File: src/hdl/mac_rx_pkg.sv
`default_nettype none

package mac_rx_pkg;

	localparam int DATA_W    = 64;		// beat data width
	localparam int CTRL_W    = 8;		// one enable bit per byte
	localparam int LEN_W     = 14;		// covers jumbo frames
	localparam int CNT_W     = 32;		// counter and register word
	localparam int N_STAT    = 12;		// words in the stat bank
	localparam int MIN_FRAME = 64;		// below this is undersize
	localparam int MAX_FRAME = 1518;	// above this is oversize

	// one assembled receive beat
	typedef struct packed {
		logic              vld;		// strobe, one cycle
		logic [DATA_W-1:0] data;	// first byte in 7:0
		logic [CTRL_W-1:0] byte_en;	// low bits set on a partial beat
		logic              sof;
		logic              eof;
	} rx_beat_t;

	// end of frame report
	typedef struct packed {
		logic             done;		// strobe with the eof beat
		logic [LEN_W-1:0] len;		// bytes in frame
		logic             err;		// gmii_rx_er seen
	} frame_info_t;

	typedef logic [3:0] reg_idx_t;			// host_addr_reg[5:2]
	typedef logic [CNT_W-1:0] reg_word_t;
	typedef logic [N_STAT-1:0][CNT_W-1:0] stat_bank_t;

	localparam reg_idx_t REG_PKT_CNT   = 4'd0;
	localparam reg_idx_t REG_BYTE_CNT  = 4'd1;
	localparam reg_idx_t REG_UNDERSIZE = 4'd2;
	localparam reg_idx_t REG_OVERSIZE  = 4'd3;
	localparam reg_idx_t REG_ERR_CNT   = 4'd4;
	localparam reg_idx_t REG_PHY_STAT  = 4'd5;	// bit 0 is linkup
	localparam reg_idx_t REG_BIN64     = 4'd6;
	localparam reg_idx_t REG_BIN127    = 4'd7;
	localparam reg_idx_t REG_BIN255    = 4'd8;
	localparam reg_idx_t REG_BIN511    = 4'd9;
	localparam reg_idx_t REG_BIN1023   = 4'd10;
	localparam reg_idx_t REG_BIN1518   = 4'd11;

endpackage

`default_nettype wire

File: src/hdl/gmii_rx_assembler.sv
`default_nettype none

module gmii_rx_assembler
	#(
	parameter int LINK_QUAL = 16				// clean cycles before link up
	)
	(
	input  wire                     xauiA_clk,
	input  wire                     reset_,
	input  wire  [7:0]              gmii_rxd,
	input  wire                     gmii_rx_dv,
	input  wire                     gmii_rx_er,
	input  wire                     fmac_rxd_en,
	input  wire                     sfp_los,
	output mac_rx_pkg::rx_beat_t    rx_beat,
	output mac_rx_pkg::frame_info_t frame_info,
	output logic                    linkup
	);

	import mac_rx_pkg::*;

	localparam int QW = $clog2(LINK_QUAL + 1);

	logic [QW-1:0]     los_cnt;		// run of cycles with sfp_los low
	logic              dv_q;		// dv last cycle, edge detect
	logic              in_frame;	// accepted frame in progress
	logic              end_pend;	// last beat waits one cycle
	logic              first_beat;	// next release carries sof
	logic [3:0]        byte_cnt;	// bytes in beat_data, 0..8
	logic [DATA_W-1:0] beat_data;
	logic [LEN_W-1:0]  frame_len;
	logic              frame_err;
	logic [CTRL_W-1:0] be_mask;
	logic              start_acc;
	logic              cont;
	logic              frame_end;
	logic              full;

	assign start_acc = gmii_rx_dv && !dv_q && fmac_rxd_en && linkup;	// gate at frame start
	assign cont      = gmii_rx_dv && dv_q && in_frame;
	assign frame_end = !gmii_rx_dv && dv_q && in_frame;
	assign full      = (byte_cnt == 4'd8);

	// low bits set for bytes present
	always_comb
	begin
		be_mask = '0;
		for (int i = 0; i < CTRL_W; i++)
			be_mask[i] = (i < byte_cnt);
	end

	// link qualification
	always_ff @(posedge xauiA_clk)
	begin
		if (!reset_)
		begin
			los_cnt <= '0;
			linkup  <= 1'b0;
		end
		else if (sfp_los)
		begin
			los_cnt <= '0;				// drop right away
			linkup  <= 1'b0;
		end
		else if (los_cnt == QW'(LINK_QUAL))
			linkup  <= 1'b1;
		else
			los_cnt <= los_cnt + 1'b1;
	end

	// byte packing, length and error
	always_ff @(posedge xauiA_clk)
	begin
		if (start_acc)
		begin
			beat_data <= {{(DATA_W-8){1'b0}}, gmii_rxd};	// new beat, upper bytes clear
			frame_len <= LEN_W'(1);
			frame_err <= gmii_rx_er;
		end
		else if (cont)
		begin
			if (full)
				beat_data <= {{(DATA_W-8){1'b0}}, gmii_rxd};
			else
				beat_data[byte_cnt[2:0]*8 +: 8] <= gmii_rxd;	// next lane
			if (frame_len != '1)
				frame_len <= frame_len + 1'b1;		// saturate
			frame_err <= frame_err | gmii_rx_er;
		end
	end

	// beat release and frame report
	always_ff @(posedge xauiA_clk)
	begin
		if (!reset_)
		begin
			dv_q       <= 1'b0;
			in_frame   <= 1'b0;
			end_pend   <= 1'b0;
			first_beat <= 1'b0;
			byte_cnt   <= '0;
			rx_beat    <= '0;
			frame_info <= '0;
		end
		else
		begin
			dv_q            <= gmii_rx_dv;
			rx_beat.vld     <= 1'b0;			// strobes default low
			frame_info.done <= 1'b0;
			if (end_pend)
			begin
				rx_beat    <= '{vld: 1'b1, data: beat_data, byte_en: be_mask,
				               sof: first_beat, eof: 1'b1};
				frame_info <= '{done: 1'b1, len: frame_len, err: frame_err};
				end_pend   <= 1'b0;
			end
			if (start_acc)
			begin
				in_frame   <= 1'b1;
				byte_cnt   <= 4'd1;
				first_beat <= 1'b1;
			end
			else if (cont)
			begin
				if (full)
				begin
					rx_beat    <= '{vld: 1'b1, data: beat_data, byte_en: '1,
					               sof: first_beat, eof: 1'b0};	// full, more to come
					first_beat <= 1'b0;
					byte_cnt   <= 4'd1;
				end
				else
					byte_cnt <= byte_cnt + 1'b1;
			end
			else if (frame_end)
			begin
				in_frame <= 1'b0;
				end_pend <= 1'b1;				// release next cycle with eof
			end
		end
	end

endmodule

`default_nettype wire

File: src/hdl/mac_register_if.sv
`default_nettype none

module mac_register_if
	#(
	parameter int RD_DELAY = 5					// start to done, in cycles
	)
	(
	input  wire                      xauiA_clk,
	input  wire                      reset_,
	input  wire                      reg_rd_start,
	input  wire  [15:0]              host_addr_reg,
	input  wire  [3:0]               SYS_ADDR,
	input  wire  [31:0]              fmac_ctrl,
	input  wire mac_rx_pkg::stat_bank_t bank,
	output mac_rx_pkg::reg_word_t    FMAC_REGDOUT,
	output logic                     reg_rd_done_out,
	output logic                     clear_stb,
	output mac_rx_pkg::reg_idx_t     clear_idx
	);

	import mac_rx_pkg::*;

	localparam int PIPE_N = RD_DELAY - 1;		// last stage is the output reg

	// one read in flight
	typedef struct packed {
		logic     stb;
		logic     sel;		// SYS_ADDR matched
		reg_idx_t idx;
	} rd_req_t;

	rd_req_t [PIPE_N-1:0] rd_pipe;
	rd_req_t              rd_last;
	reg_word_t            rd_word;
	logic                 rx_auto_clr_en;		// fmac_ctrl bit 7, rebuffered

	assign rd_last = rd_pipe[PIPE_N-1];

	// read mux, unselected and 12..15 give zero
	always_comb
	begin
		rd_word = '0;
		if (rd_last.sel && (rd_last.idx < N_STAT))
			rd_word = bank[rd_last.idx];
	end

	always_ff @(posedge xauiA_clk)
	begin
		if (!reset_)
		begin
			rd_pipe         <= '0;
			rx_auto_clr_en  <= 1'b0;
			reg_rd_done_out <= 1'b0;
			clear_stb       <= 1'b0;
			clear_idx       <= '0;
			FMAC_REGDOUT    <= '0;
		end
		else
		begin
			rx_auto_clr_en <= fmac_ctrl[7];
			rd_pipe[0]     <= '{stb: reg_rd_start,
			                    sel: (host_addr_reg[15:12] == SYS_ADDR),
			                    idx: host_addr_reg[5:2]};		// word address
			for (int i = 1; i < PIPE_N; i++)
				rd_pipe[i] <= rd_pipe[i-1];			// overlapping reads ok
			reg_rd_done_out <= rd_last.stb;
			clear_stb       <= rd_last.stb && rd_last.sel && rx_auto_clr_en;
			clear_idx       <= rd_last.idx;
			if (rd_last.stb)
				FMAC_REGDOUT <= rd_word;			// holds until next read
		end
	end

endmodule

`default_nettype wire

File: src/hdl/mac_rx_top.sv
`default_nettype none

module mac_rx_top
	#(
	parameter int LINK_QUAL = 16,
	parameter int RD_DELAY  = 5
	)
	(
	input  wire                   xauiA_clk,
	input  wire                   reset_,			// sync, active low
	input  wire  [7:0]            gmii_rxd,
	input  wire                   gmii_rx_dv,
	input  wire                   gmii_rx_er,
	input  wire                   fmac_rxd_en,		// whole frames only
	input  wire                   sfp_los,
	output mac_rx_pkg::rx_beat_t  rx_beat,
	output logic                  linkup,			// to LED
	input  wire                   reg_rd_start,
	input  wire  [15:0]           host_addr_reg,
	input  wire  [3:0]            SYS_ADDR,		// assigned to this MAC
	input  wire  [31:0]           fmac_ctrl,
	output mac_rx_pkg::reg_word_t FMAC_REGDOUT,
	output logic                  reg_rd_done_out
	);

	import mac_rx_pkg::*;

	frame_info_t frame_info;		// assembler to stats
	stat_bank_t  bank;
	logic        clear_stb;			// clear-on-read pulse
	reg_idx_t    clear_idx;

	gmii_rx_assembler #(
		.LINK_QUAL			(LINK_QUAL)
	) assembler_i (
		.xauiA_clk			(xauiA_clk),
		.reset_				(reset_),
		.gmii_rxd			(gmii_rxd),
		.gmii_rx_dv			(gmii_rx_dv),
		.gmii_rx_er			(gmii_rx_er),
		.fmac_rxd_en		(fmac_rxd_en),
		.sfp_los			(sfp_los),
		.rx_beat			(rx_beat),
		.frame_info			(frame_info),
		.linkup				(linkup)
	);

	rx_frame_stats stats_i (
		.xauiA_clk			(xauiA_clk),
		.reset_				(reset_),
		.frame_info			(frame_info),
		.linkup				(linkup),		// lands in REG_PHY_STAT
		.clear_stb			(clear_stb),
		.clear_idx			(clear_idx),
		.bank				(bank)
	);

	mac_register_if #(
		.RD_DELAY			(RD_DELAY)
	) reg_if_i (
		.xauiA_clk			(xauiA_clk),
		.reset_				(reset_),
		.reg_rd_start		(reg_rd_start),
		.host_addr_reg		(host_addr_reg),
		.SYS_ADDR			(SYS_ADDR),
		.fmac_ctrl			(fmac_ctrl),
		.bank				(bank),
		.FMAC_REGDOUT		(FMAC_REGDOUT),
		.reg_rd_done_out	(reg_rd_done_out),
		.clear_stb			(clear_stb),
		.clear_idx			(clear_idx)
	);

endmodule

`default_nettype wire

File: src/hdl/rx_frame_stats.sv
`default_nettype none

module rx_frame_stats
	(
	input  wire                     xauiA_clk,
	input  wire                     reset_,
	input  wire mac_rx_pkg::frame_info_t frame_info,
	input  wire                     linkup,
	input  wire                     clear_stb,
	input  wire mac_rx_pkg::reg_idx_t clear_idx,
	output mac_rx_pkg::stat_bank_t  bank
	);

	import mac_rx_pkg::*;

	reg_idx_t   size_idx;		// the one size class counter
	stat_bank_t inc;			// per counter add value

	// size classification
	always_comb
	begin
		if (frame_info.len < MIN_FRAME)
			size_idx = REG_UNDERSIZE;
		else if (frame_info.len > MAX_FRAME)
			size_idx = REG_OVERSIZE;
		else if (frame_info.len == MIN_FRAME)
			size_idx = REG_BIN64;
		else if (frame_info.len <= 127)
			size_idx = REG_BIN127;
		else if (frame_info.len <= 255)
			size_idx = REG_BIN255;
		else if (frame_info.len <= 511)
			size_idx = REG_BIN511;
		else if (frame_info.len <= 1023)
			size_idx = REG_BIN1023;
		else
			size_idx = REG_BIN1518;			// 1024..MAX_FRAME
	end

	// increments for this cycle, all zero without done
	always_comb
	begin
		inc = '0;
		if (frame_info.done)
		begin
			inc[REG_PKT_CNT]  = CNT_W'(1);
			inc[REG_BYTE_CNT] = {{(CNT_W-LEN_W){1'b0}}, frame_info.len};
			inc[REG_ERR_CNT]  = {{(CNT_W-1){1'b0}}, frame_info.err};
			inc[size_idx]     = CNT_W'(1);
		end
	end

	// counter bank, clear-on-read
	always_ff @(posedge xauiA_clk)
	begin
		if (!reset_)
			bank <= '0;
		else
		begin
			for (int i = 0; i < N_STAT; i++)
			begin
				if (i == REG_PHY_STAT)
					bank[i] <= {{(CNT_W-1){1'b0}}, linkup};	// status, not a counter
				else if (clear_stb && (clear_idx == i))
					bank[i] <= inc[i];				// clear wins, keeps same-cycle add
				else
					bank[i] <= bank[i] + inc[i];
			end
		end
	end

endmodule

`default_nettype wire

File: config.mk
export PLATFORM = sky130hd
export DESIGN_NAME = mac_rx_top
export DESIGN_NICKNAME = d
export VERILOG_FILES = /design/src/hdl/mac_rx_pkg.sv /design/src/hdl/gmii_rx_assembler.sv /design/src/hdl/mac_register_if.sv /design/src/hdl/mac_rx_top.sv /design/src/hdl/rx_frame_stats.sv
export SDC_FILE = /design/constraint.sdc
export NUM_CORES = 1
export LEC_CHECK = 0
export ABC_AREA = 1
export BUFFER_PORTS_ARGS = -buffer_cell sky130_fd_sc_hd__buf_2
export CORE_MARGIN = 4
export CORE_UTILIZATION = 55
export CTS_BUF_LIST = sky130_fd_sc_hd__clkbuf_4
export DETAILED_ROUTE_END_ITERATION = 8
export MAX_ROUTING_LAYER = met4
export PLACE_DENSITY = 0.73
export SLEW_MARGIN = 10
export SYNTH_ARGS = -nofsm -noshare
export SYNTH_HDL_FRONTEND = slang
export SYNTH_SLANG_ARGS = --single-unit
File: constraint.sdc
create_clock -name xauiA_clk -period 3.1 [get_ports xauiA_clk]
set_input_delay 0.155 -clock xauiA_clk [delete_from_list [all_inputs] [get_ports xauiA_clk]]
set_output_delay 0.155 -clock xauiA_clk [all_outputs]
set_load 0.01 [all_outputs]
==> reports/summary.md, run 1 <==
The die covers 0.0622 sq mm. In this run the worst setup path terminates at reg_if_i.rd_pipe[4]$_SDFF_PN0_. The clock tree skew after final layout is 0.0547 ns, and the clock transition at the registers of the reported paths is 0.07 ns. The routed layout has 33,800 vias.

The category of the most critical setup path was input pin to register. The maximum achievable frequency is 0.327 GHz. STA puts the critical path data arrival time at 4.02 ns. At the end of the flow, the number of nets in the layout was 5,314. In this run the most critical hold path is launched from gmii_rx_dv.

Internal power summed over all cells: 11.6 mW. The width of the die was 249 um; the cell area after technology mapping was 0.0320 sq mm. In the synthesized netlist the async set-or-reset flop fraction comes to 0%. The worst hold path belongs to the class input pin to register.

The cell total after placement is 5,753. The initial standard-cell utilization of the core was 55.5%. The sequential area share after synthesis was 37.8%; the area share of the largest cell type after synthesis was 36.9%. The tools report the worst-case clock buffer depth as 3.

In this run, the number of DRC markers left after iteration 0 of detailed routing was 3,151. Along the worst path, the maximum fanout reaches 2. The count of input and output buffers is 136.

The max-slew violation count came out at 0. Dividing the detail-routed wire length by the instance count gives 17.4 um. Yosys printed 0 warnings.

CTS saw 600 sinks. VDD sags by at most 0.360 mV. STA classifies the critical path endpoint as a register. The setup-violating endpoint count in the final report is 0, and the proportion of total power due to net switching is 25.2%.

The total wire length after detailed routing was 106,000 um. The number of cells on the worst reg-to-reg path is 19. The total of flip-flops plus latches after synthesis came out at 600. The total negative setup slack came out at 0 ns.

After technology mapping, the gate count stands at 4,958. For flop-to-flop paths, the worst setup slack is 0.20 ns. The biggest area contributor in the post-synthesis netlist is sky130_fd_sc_hd__dfxtp_1. For the portion of total power attributed to the clock network, the log shows 46.9%. The tools report the reg-to-reg endpoint as stats_i.bank[370]$_SDFF_PP0_.

The fraction of final layout cells with drive strength greater than 1 is 11.0%. In this run the vertical extent of the chip is 249 um. The commonest cells after synthesis are sky130_fd_sc_hd__nand2_1, sky130_fd_sc_hd__nor2_1, sky130_fd_sc_hd__dfxtp_1. The logs give 0 for the remaining global-route overflow and 162 for the number of clock buffers inserted by TritonCTS.

Summed over all nets, the switching power comes to 3.89 mW. Clock latency of the later-clocked register in the worst-skew pair: 1.04 ns. Among all cell types in the netlist, the one instantiated most often is sky130_fd_sc_hd__nand2_1. The H-tree generated during clock tree synthesis spans 4 levels. Sequential cells account for 50.2% of the total power. The tools report the initial antenna violation count as 3. In the routed design, unresolved DRC markers number 0. In this run the standard cell core region covers 0.0577 sq mm. The fraction of power consumed by combinational cells was 2.9%.

The tools report the pin count of the biggest net entering global routing as 113. The worst setup path is launched from an input pin. Global routing used 33.7% of the available tracks across all layers.

The number of distinct standard cells referenced by the synthesized netlist is 51. At the worst endpoint, the required time is 4.06 ns. The run finished with clean final reports. Max-cap violations in this run came to 0. Flip-flop cell with the highest count after synthesis: sky130_fd_sc_hd__dfxtp_1. The run gives 31,400 as the number of global-route vias before repair. Counting every net in the synthesized netlist gives 5,066. The run gives 0 as the hold violation total from the final report. The first global-routing pass estimated 166,000 um of wire. The power density relative to cell area is 427 mW/mm^2. Ranked by total cell area, the synthesized netlist is headed by sky130_fd_sc_hd__dfxtp_1, sky130_fd_sc_hd__nand2_1, sky130_fd_sc_hd__a21oi_1.

The logs give 6 for the total iterations of the first detailed-routing run and 88 for the standard-cell row count. Leaving out filler cells and counting taps, the final layout contains 6,096. The worst path needs 3.06 ns of the cycle, external delays included. Clock tree synthesis selected as its root buffer the cell sky130_fd_sc_hd__clkbuf_4.

After detailed routing, the number of vias per cell comes to 5.55. 176 I/O pins were placed. In this run the tightest slew margin relative to its limit is 19.4%. In this run the remaining antenna-violating nets after routing total 0.

The average cell area after synthesis is 6.46 sq um, and the detailed placer's ending HPWL is 78,900 um. In this run the worst setup path begins at host_addr_reg[15]. For the worst hold slack, the log shows 0.0882 ns. For the static leakage, the log shows 13.2 nW. Compared with the post-synthesis result, the final layout area differs by 12.9%. Counting flops with a built-in enable in the synthesized netlist gives 9.

In this run the critical register-to-register path is launched from assembler_i.frame_info[10]$_SDFFE_PN0P_. For the pin with the worst max-slew slack, the measured transition is 1.21 ns. The run gives 1.02 as the placer congestion estimate. TritonCTS built the clock tree.

The worst path uses 98.7% of the clock period.
[per-stage QoR]
| step | total power, mW | utilization [%] | worst slack [ns] | area, sq um |
|---|---|---|---|---|
| final | 15.4 | 62.7 | 0.0406 | 36200 |
| after global routing | 16.0 | 62.7 | -0.0343 | 36200 |
| after floorplan | 8.17 | - | 0.628 | 32000 |
| after detailed placement | 8.31 | 58.0 | 0.0410 | 33400 |
| after global placement | 8.31 | 58.0 | 0.0900 | 33400 |
| after CTS | 15.5 | 62.4 | 0.0135 | 36000 |
[worst min-delay path by stage]
stage                                               to  slack (ns)  cells past startpoint
global placement        reg_if_i.rd_pipe[5]$_SDFF_PN0_        0.34                      3
finish               assembler_i.in_frame$_SDFFE_PN0P_        0.09                      4
CTS                 assembler_i.beat_data[2]$_DFFE_PP_       0.001                      4
detailed placement      reg_if_i.rd_pipe[5]$_SDFF_PN0_        0.34                      3
global route        assembler_i.beat_data[2]$_DFFE_PP_        0.06                      4
floorplan              assembler_i.end_pend$_SDFF_PP0_        0.23                      1
[power groups by stage]
stage	Combinational [mW]	Sequential, mW	Clock, mW
6_report	0.448	7.75	7.24
5_1_grt	0.480	7.75	7.76
4_1_cts	0.434	7.75	7.33
3_5_place_dp	0.386	7.93	0
3_3_place_gp	0.383	7.93	0
2_1_floorplan	0.241	7.92	0
[cell usage in the layout, fill, tap and decap left out, types with 28 or more instances in the layout]
cell type                          n
sky130_fd_sc_hd__a21oi_1         462
sky130_fd_sc_hd__buf_2           135
sky130_fd_sc_hd__buf_4            59
sky130_fd_sc_hd__clkbuf_4        236
sky130_fd_sc_hd__clkinv_1         35
sky130_fd_sc_hd__dfxtp_1         588
sky130_fd_sc_hd__dlygate4sd3_1    51
sky130_fd_sc_hd__ha_1             31
sky130_fd_sc_hd__inv_1           580
sky130_fd_sc_hd__nand2_1        1315
sky130_fd_sc_hd__nand3_1         308
sky130_fd_sc_hd__nand4_1          71
sky130_fd_sc_hd__nor2_1          586
sky130_fd_sc_hd__nor3_1          167
sky130_fd_sc_hd__nor3b_1          28
sky130_fd_sc_hd__o211ai_1         82
sky130_fd_sc_hd__o21ai_0         261
sky130_fd_sc_hd__or2_2            49
sky130_fd_sc_hd__xor2_1           33
[worst max-delay path: stages]
cell and delay (ns):
sky130_fd_sc_hd__dlygate4sd3_1 0.54, sky130_fd_sc_hd__buf_2 0.12, sky130_fd_sc_hd__dlygate4sd3_1 0.59, sky130_fd_sc_hd__nand2_1 0.07, sky130_fd_sc_hd__dlygate4sd3_1 0.53, sky130_fd_sc_hd__o21ai_0 0.09
sky130_fd_sc_hd__dlygate4sd3_1 0.59, sky130_fd_sc_hd__nor4_2 0.24, sky130_fd_sc_hd__dlygate4sd3_1 0.57, sky130_fd_sc_hd__dlygate4sd3_1 0.53
[repair_timing]
item                                   in CTS  in global routing
setup endpoints to repair                   0                 59
setup buffers                               0                  3
hold buffers                               51                  0
resized for setup                           0                 32
endpoints found under the hold margin     266                  0
[logic make-up (layout without fill, tap and decap cells)]
family | count (synthesis) | after routing | synth area share, %
fa+ha+maj | 41 | 41 | 1.62
xor+xnor | 43 | 43 | 1.18
buf+inv | 757 | 1126 | 9.29
flops | 600 | 600 | 37.8
simple gates | 2650 | 2650 | 35.6
compound gates | 867 | 867 | 14.5
other cells | 0 | 4 | 0
[registers in the layout (all words and copies together), names as in the netlist]
name and count:
stats_i.bank 353, assembler_i.rx_beat 75, assembler_i.beat_data 64, reg_if_i.FMAC_REGDOUT 32, reg_if_i.rd_pipe 18, assembler_i.frame_info 16, assembler_i.frame_len 14, reg_if_i.rd_last 6
assembler_i.los_cnt 5, assembler_i.byte_cnt 4, reg_if_i.clear_idx 4, assembler_i.dv_q 1, assembler_i.end_pend 1, assembler_i.first_beat 1, assembler_i.frame_err 1, assembler_i.in_frame 1
assembler_i.linkup 1, reg_if_i.clear_stb 1, reg_if_i.reg_rd_done_out 1, reg_if_i.rx_auto_clr_en 1
[metal layers]
layer	up-vias	wire length [um]	GRT usage, %
li1	16700	-	-
met1	15500	44400	42.4
met2	1365	47700	52.5
met3	273	9050	7.28
met4	0	4610	14.9
met5	-	0	-
[cell type report]
class	instances	area, sq um
diodes	4	10.0
repair buffers	249	1710
fillers	5615	21500
well taps	765	957
inverters	592	2220
multi-input cells	3601	17100
flip-flops and latches	600	12100
clock inverters	49	287
clock buffers	236	1770
Note: power is estimated with default switching activity, not from simulation.
==> inputs of run 2 (changes only) <==
MAX_ROUTING_LAYER = unset   (was met4)
REMOVE_ABC_BUFFERS = 1   (was unset)
SYNTH_HIERARCHICAL = 1   (was unset)
==> run 2 against run 1 <==
Total power is 0.49% lower. Non-clock buffer count shrank 7. Utilization decreased by 0.63 points. Register-to-register slack got worse by 0.02 ns. Setup slack improved by 0.024 ns. Cell count up 5.4%. Wire length fell by 4.3%. Critical endpoint is now reg_if_i/rd_pipe[4]$_SDFF_PN0_.
==> reports/summary.md, run 2 <==
The worst hold slack was 0.106 ns. The run gives 3 as the worst-case clock buffer depth. For the pin count of the biggest net entering global routing, the log shows 130.

The area share of the largest cell type after synthesis works out to 35.2%. In the final routed layout, each cell accounts on average for 15.8 um. The library cell used most frequently in the layout, excluding fill and tap cells, is sky130_fd_sc_hd__nand2_1.

Detailed placement finished with a half-perimeter wire length of 74,700 um. The path class of the lowest-slack min-delay path is input pin to register. The tools report the clock tree skew after final layout as 0.0512 ns. The area growth from synthesis to layout is 11.6%.

For the standard-cell row count, the log shows 90. At the pin with the least slew margin, the transition time is 1.14 ns. Measured against its own limit, the worst slew margin works out to 23.7%. The flip-flop count of the largest register, all copies and words added is 353.

Routing usage on met2: 48.9%. Warning count from the yosys run: 6. The setup slack on the worst flop-to-flop path was 0.18 ns; the fraction of final layout cells with drive strength greater than 1 was 11.6%. Global routing consumed, on the met1 layer, 39.2% of the routing resources.

Yosys attributes the largest share of cell area to sky130_fd_sc_hd__dfxtp_1, sky130_fd_sc_hd__nand2_1, sky130_fd_sc_hd__nor2_1. STA classifies the critical path startpoint as an input pin. Subtracting the final worst setup slack from the clock period gives 3.04 ns. After clock tree synthesis, the clock-pin slew on the worst setup and hold paths is 0.07 ns.

The floorplan core area was 0.0605 sq mm. Port buffering added 136 buffers. The tree built by TritonCTS fans out to 600 sinks. The layout net count was 5,638. Sorting the synthesized cells by how often they occur yields sky130_fd_sc_hd__nand2_1, sky130_fd_sc_hd__nor2_1, sky130_fd_sc_hd__inv_1. The worst register-to-register path ends at stats_i/bank[210]$_SDFF_PP0_.

The global routing met3 resource utilization was 5.63%; the worst supply voltage drop on vdd was 0.407 mV. Counting the buffers created by CTS gives 164. For the overall fraction of global-route tracks in use, the log shows 30.1%.

The tools report the initial standard-cell utilization of the core as 55.6%. For the hold violation total from the final report, the log shows 0. Cell area after technology mapping: 0.0336 sq mm.

At the worst endpoint, the required time is 4.06 ns. The tree is rooted in a sky130_fd_sc_hd__clkbuf_4. For the maximum level of the CTS H-tree, the log shows 4.

The share of the Yosys chip area taken by registers is 36.0%. The destination of the worst hold path is assembler_i/frame_info[12]$_SDFFE_PN0P_. The wire length of the first global-routing pass was 158,000 um; the number of vias per cell was 5.35. The worst hold path passes through 4 cells. For the number of global-route vias before repair, the log shows 31,200. Across all layers, the routed design uses 34,400 vias. The clock reaches the later pin of the worst-skew pair after 1.01 ns. The first routing iteration left 3,137 violations.

For this block, the routed nets add up to 101,000 um of wire. In this run the critical register-to-register path is launched from assembler_i/frame_info[14]$_SDFFE_PN0P_. The proportion of register bits with asynchronous set or reset after synthesis is 0%. The library cells used most frequently in the layout, excluding fill and tap cells, are sky130_fd_sc_hd__nand2_1, sky130_fd_sc_hd__nor2_1, sky130_fd_sc_hd__inv_1. The critical path starts at host_addr_reg[13].

The maximum fanout count along the critical path was 1. For the setup-violating endpoint count in the final report, the log shows 0. From bottom edge to top edge, the die measures 255 um. The cell with the most instances after synthesis is sky130_fd_sc_hd__nand2_1. Number of placed I/O pins: 176.

TritonCTS built the clock tree. Static timing analysis puts the maximum clock frequency at 0.329 GHz. The logs give 0 ns for the total negative setup slack and 0 for the antenna violation net count after detailed routing. The run finished with clean final reports. The worst setup path is of the input pin to register kind.

Largest register by flop count: stats_i/bank. The total iterations of the first detailed-routing run is 8. The most crowded layer after global routing was met2.

The run gives 14.9 nW as the static leakage. The run gives 0 as the count of max-cap constraint violations. The remaining global-route overflow is 0. The power density relative to cell area was 410 mW/mm^2; the placer congestion estimate was 0.964.

In this run the mean area of a mapped cell was 6.36 sq um. Startpoint of the worst hold path: reset_. The number of distinct standard cells referenced by the synthesized netlist is 58. The max-slew violation count was 0. The tools report the initial antenna violation count as 2.

The width of the die is 255 um, and the remaining design rule violation count is 0. Synthesis produced a netlist whose cell count is 5,285. The arrival time at the worst endpoint came out at 4.00 ns. The total of flip-flops plus latches after synthesis works out to 600. In the final layout, the registers with the most flip-flops are stats_i/bank: 353 flops, assembler_i/rx_beat: 75 flops, assembler_i/beat_data: 64 flops. Counting cells, the worst reg-to-reg path comes to 16. The cell type with the highest aggregate area in the netlist is sky130_fd_sc_hd__dfxtp_1. The number of flops mapped to enable cells by yosys is 9. The endpoint kind of the worst setup timing path is a register.

The share of the clock period used by the worst path came out at 97.9%. Flip-flop cell with the highest count after synthesis: sky130_fd_sc_hd__dfxtp_1. The floorplan step defined a die boundary enclosing 0.0651 sq mm.
==> run 2: cell count changes in the layout (fill, tap and decap cells not counted), moves of 27 or more <==
cell,before,now
sky130_fd_sc_hd__or2_0,7,52
sky130_fd_sc_hd__o21ai_0,261,214
sky130_fd_sc_hd__o21ai_1,7,34
sky130_fd_sc_hd__nor3_1,167,112
sky130_fd_sc_hd__a21oi_1,462,379
sky130_fd_sc_hd__conb_1,0,31
sky130_fd_sc_hd__nor2_1,586,695
sky130_fd_sc_hd__nand2_1,1315,1525
sky130_fd_sc_hd__inv_1,580,610
sky130_fd_sc_hd__nand3_1,308,337
sky130_fd_sc_hd__o211ai_1,82,6
==> run 2: layout make-up <==
type / instances / area (sq um)
clock buffers: 234 / 1760
multi-input cells: 3869 / 18200
flip-flops and latches: 600 / 12100
fillers: 5927 / 23000
clock inverters: 46 / 309
diodes: 2 / 5.00
repair buffers: 242 / 1680
well taps: 782 / 978
inverters: 649 / 2440
==> run 2: metal layers <==
metal	wire length, um	part of all wire, %
met5	0	0
met1	43100	43
met2	46400	46
met3	7620	7.5
met4	4210	4.2
==> run 2: where the power goes <==
part / switching [mW] / internal, mW
Clock: 3.50 / 3.68
Sequential: 0.00936 / 7.74
Combinational: 0.297 / 0.141
Total: 3.81 / 11.6
==> run 2: what timing repair did <==
action                                 in CTS  in global routing
gates resized for setup                     0                 12
hold buffers                               59                  0
setup endpoints to repair                   0                 29
setup buffers                               0                  1
endpoints found under the hold margin     260                  0
==> run 2: how the worst max path moves through the flow <==
stage	end	slack [ns]	depth (start not counted)
floorplan	reg_if_i/FMAC_REGDOUT[0]$_SDFFE_PN0P_	-3.53	8
global placement	stats_i/bank[210]$_SDFF_PP0_	0.16	16
detailed placement	stats_i/bank[272]$_SDFF_PP0_	0.06	18
CTS	stats_i/bank[272]$_SDFF_PP0_	0.008	18
global route	stats_i/bank[210]$_SDFF_PP0_	-0.08	16
finish	reg_if_i/rd_pipe[4]$_SDFF_PN0_	0.06	10
==> run 2: metrics by stage <==
step                      std cells  area (sq um)  utilization [%]  setup WS, ns  power [mW]
after detailed placement       6082         34800             57.6        0.0619        8.29
after floorplan                5118         32700                -         -3.53        8.13
after CTS                      6421         37500             61.9       0.00773        15.5
after global routing           6423         37500             62.0       -0.0779        16.0
final                          6424         37500             62.0        0.0645        15.4
after global placement         6082         34800             57.6         0.164        8.29
==> run 2: worst max-delay path, stage by stage <==
cell and delay [ns]:
sky130_fd_sc_hd__dlygate4sd3_1 0.55, sky130_fd_sc_hd__buf_2 0.13, sky130_fd_sc_hd__dlygate4sd3_1 0.56, sky130_fd_sc_hd__xnor2_1 0.17, sky130_fd_sc_hd__dlygate4sd3_1 0.58, sky130_fd_sc_hd__nand4_1 0.07
sky130_fd_sc_hd__dlygate4sd3_1 0.56, sky130_fd_sc_hd__nor3_1 0.12, sky130_fd_sc_hd__dlygate4sd3_1 0.57, sky130_fd_sc_hd__dlygate4sd3_1 0.54
==> run 2: kinds of logic (layout without fill, tap and decap cells) <==
group / Yosys count / count (layout) / synth area share (%)
other: 1 / 33 / 0.0112
flip-flops: 600 / 600 / 36.0
XOR/XNOR: 65 / 65 / 1.69
AND/OR/NAND/NOR: 3058 / 3058 / 40.1
adder cells (fa/ha/maj): 45 / 45 / 1.70
AO/OA/AOI/OAI: 670 / 670 / 10.3
buffers and inverters: 846 / 1171 / 10.3
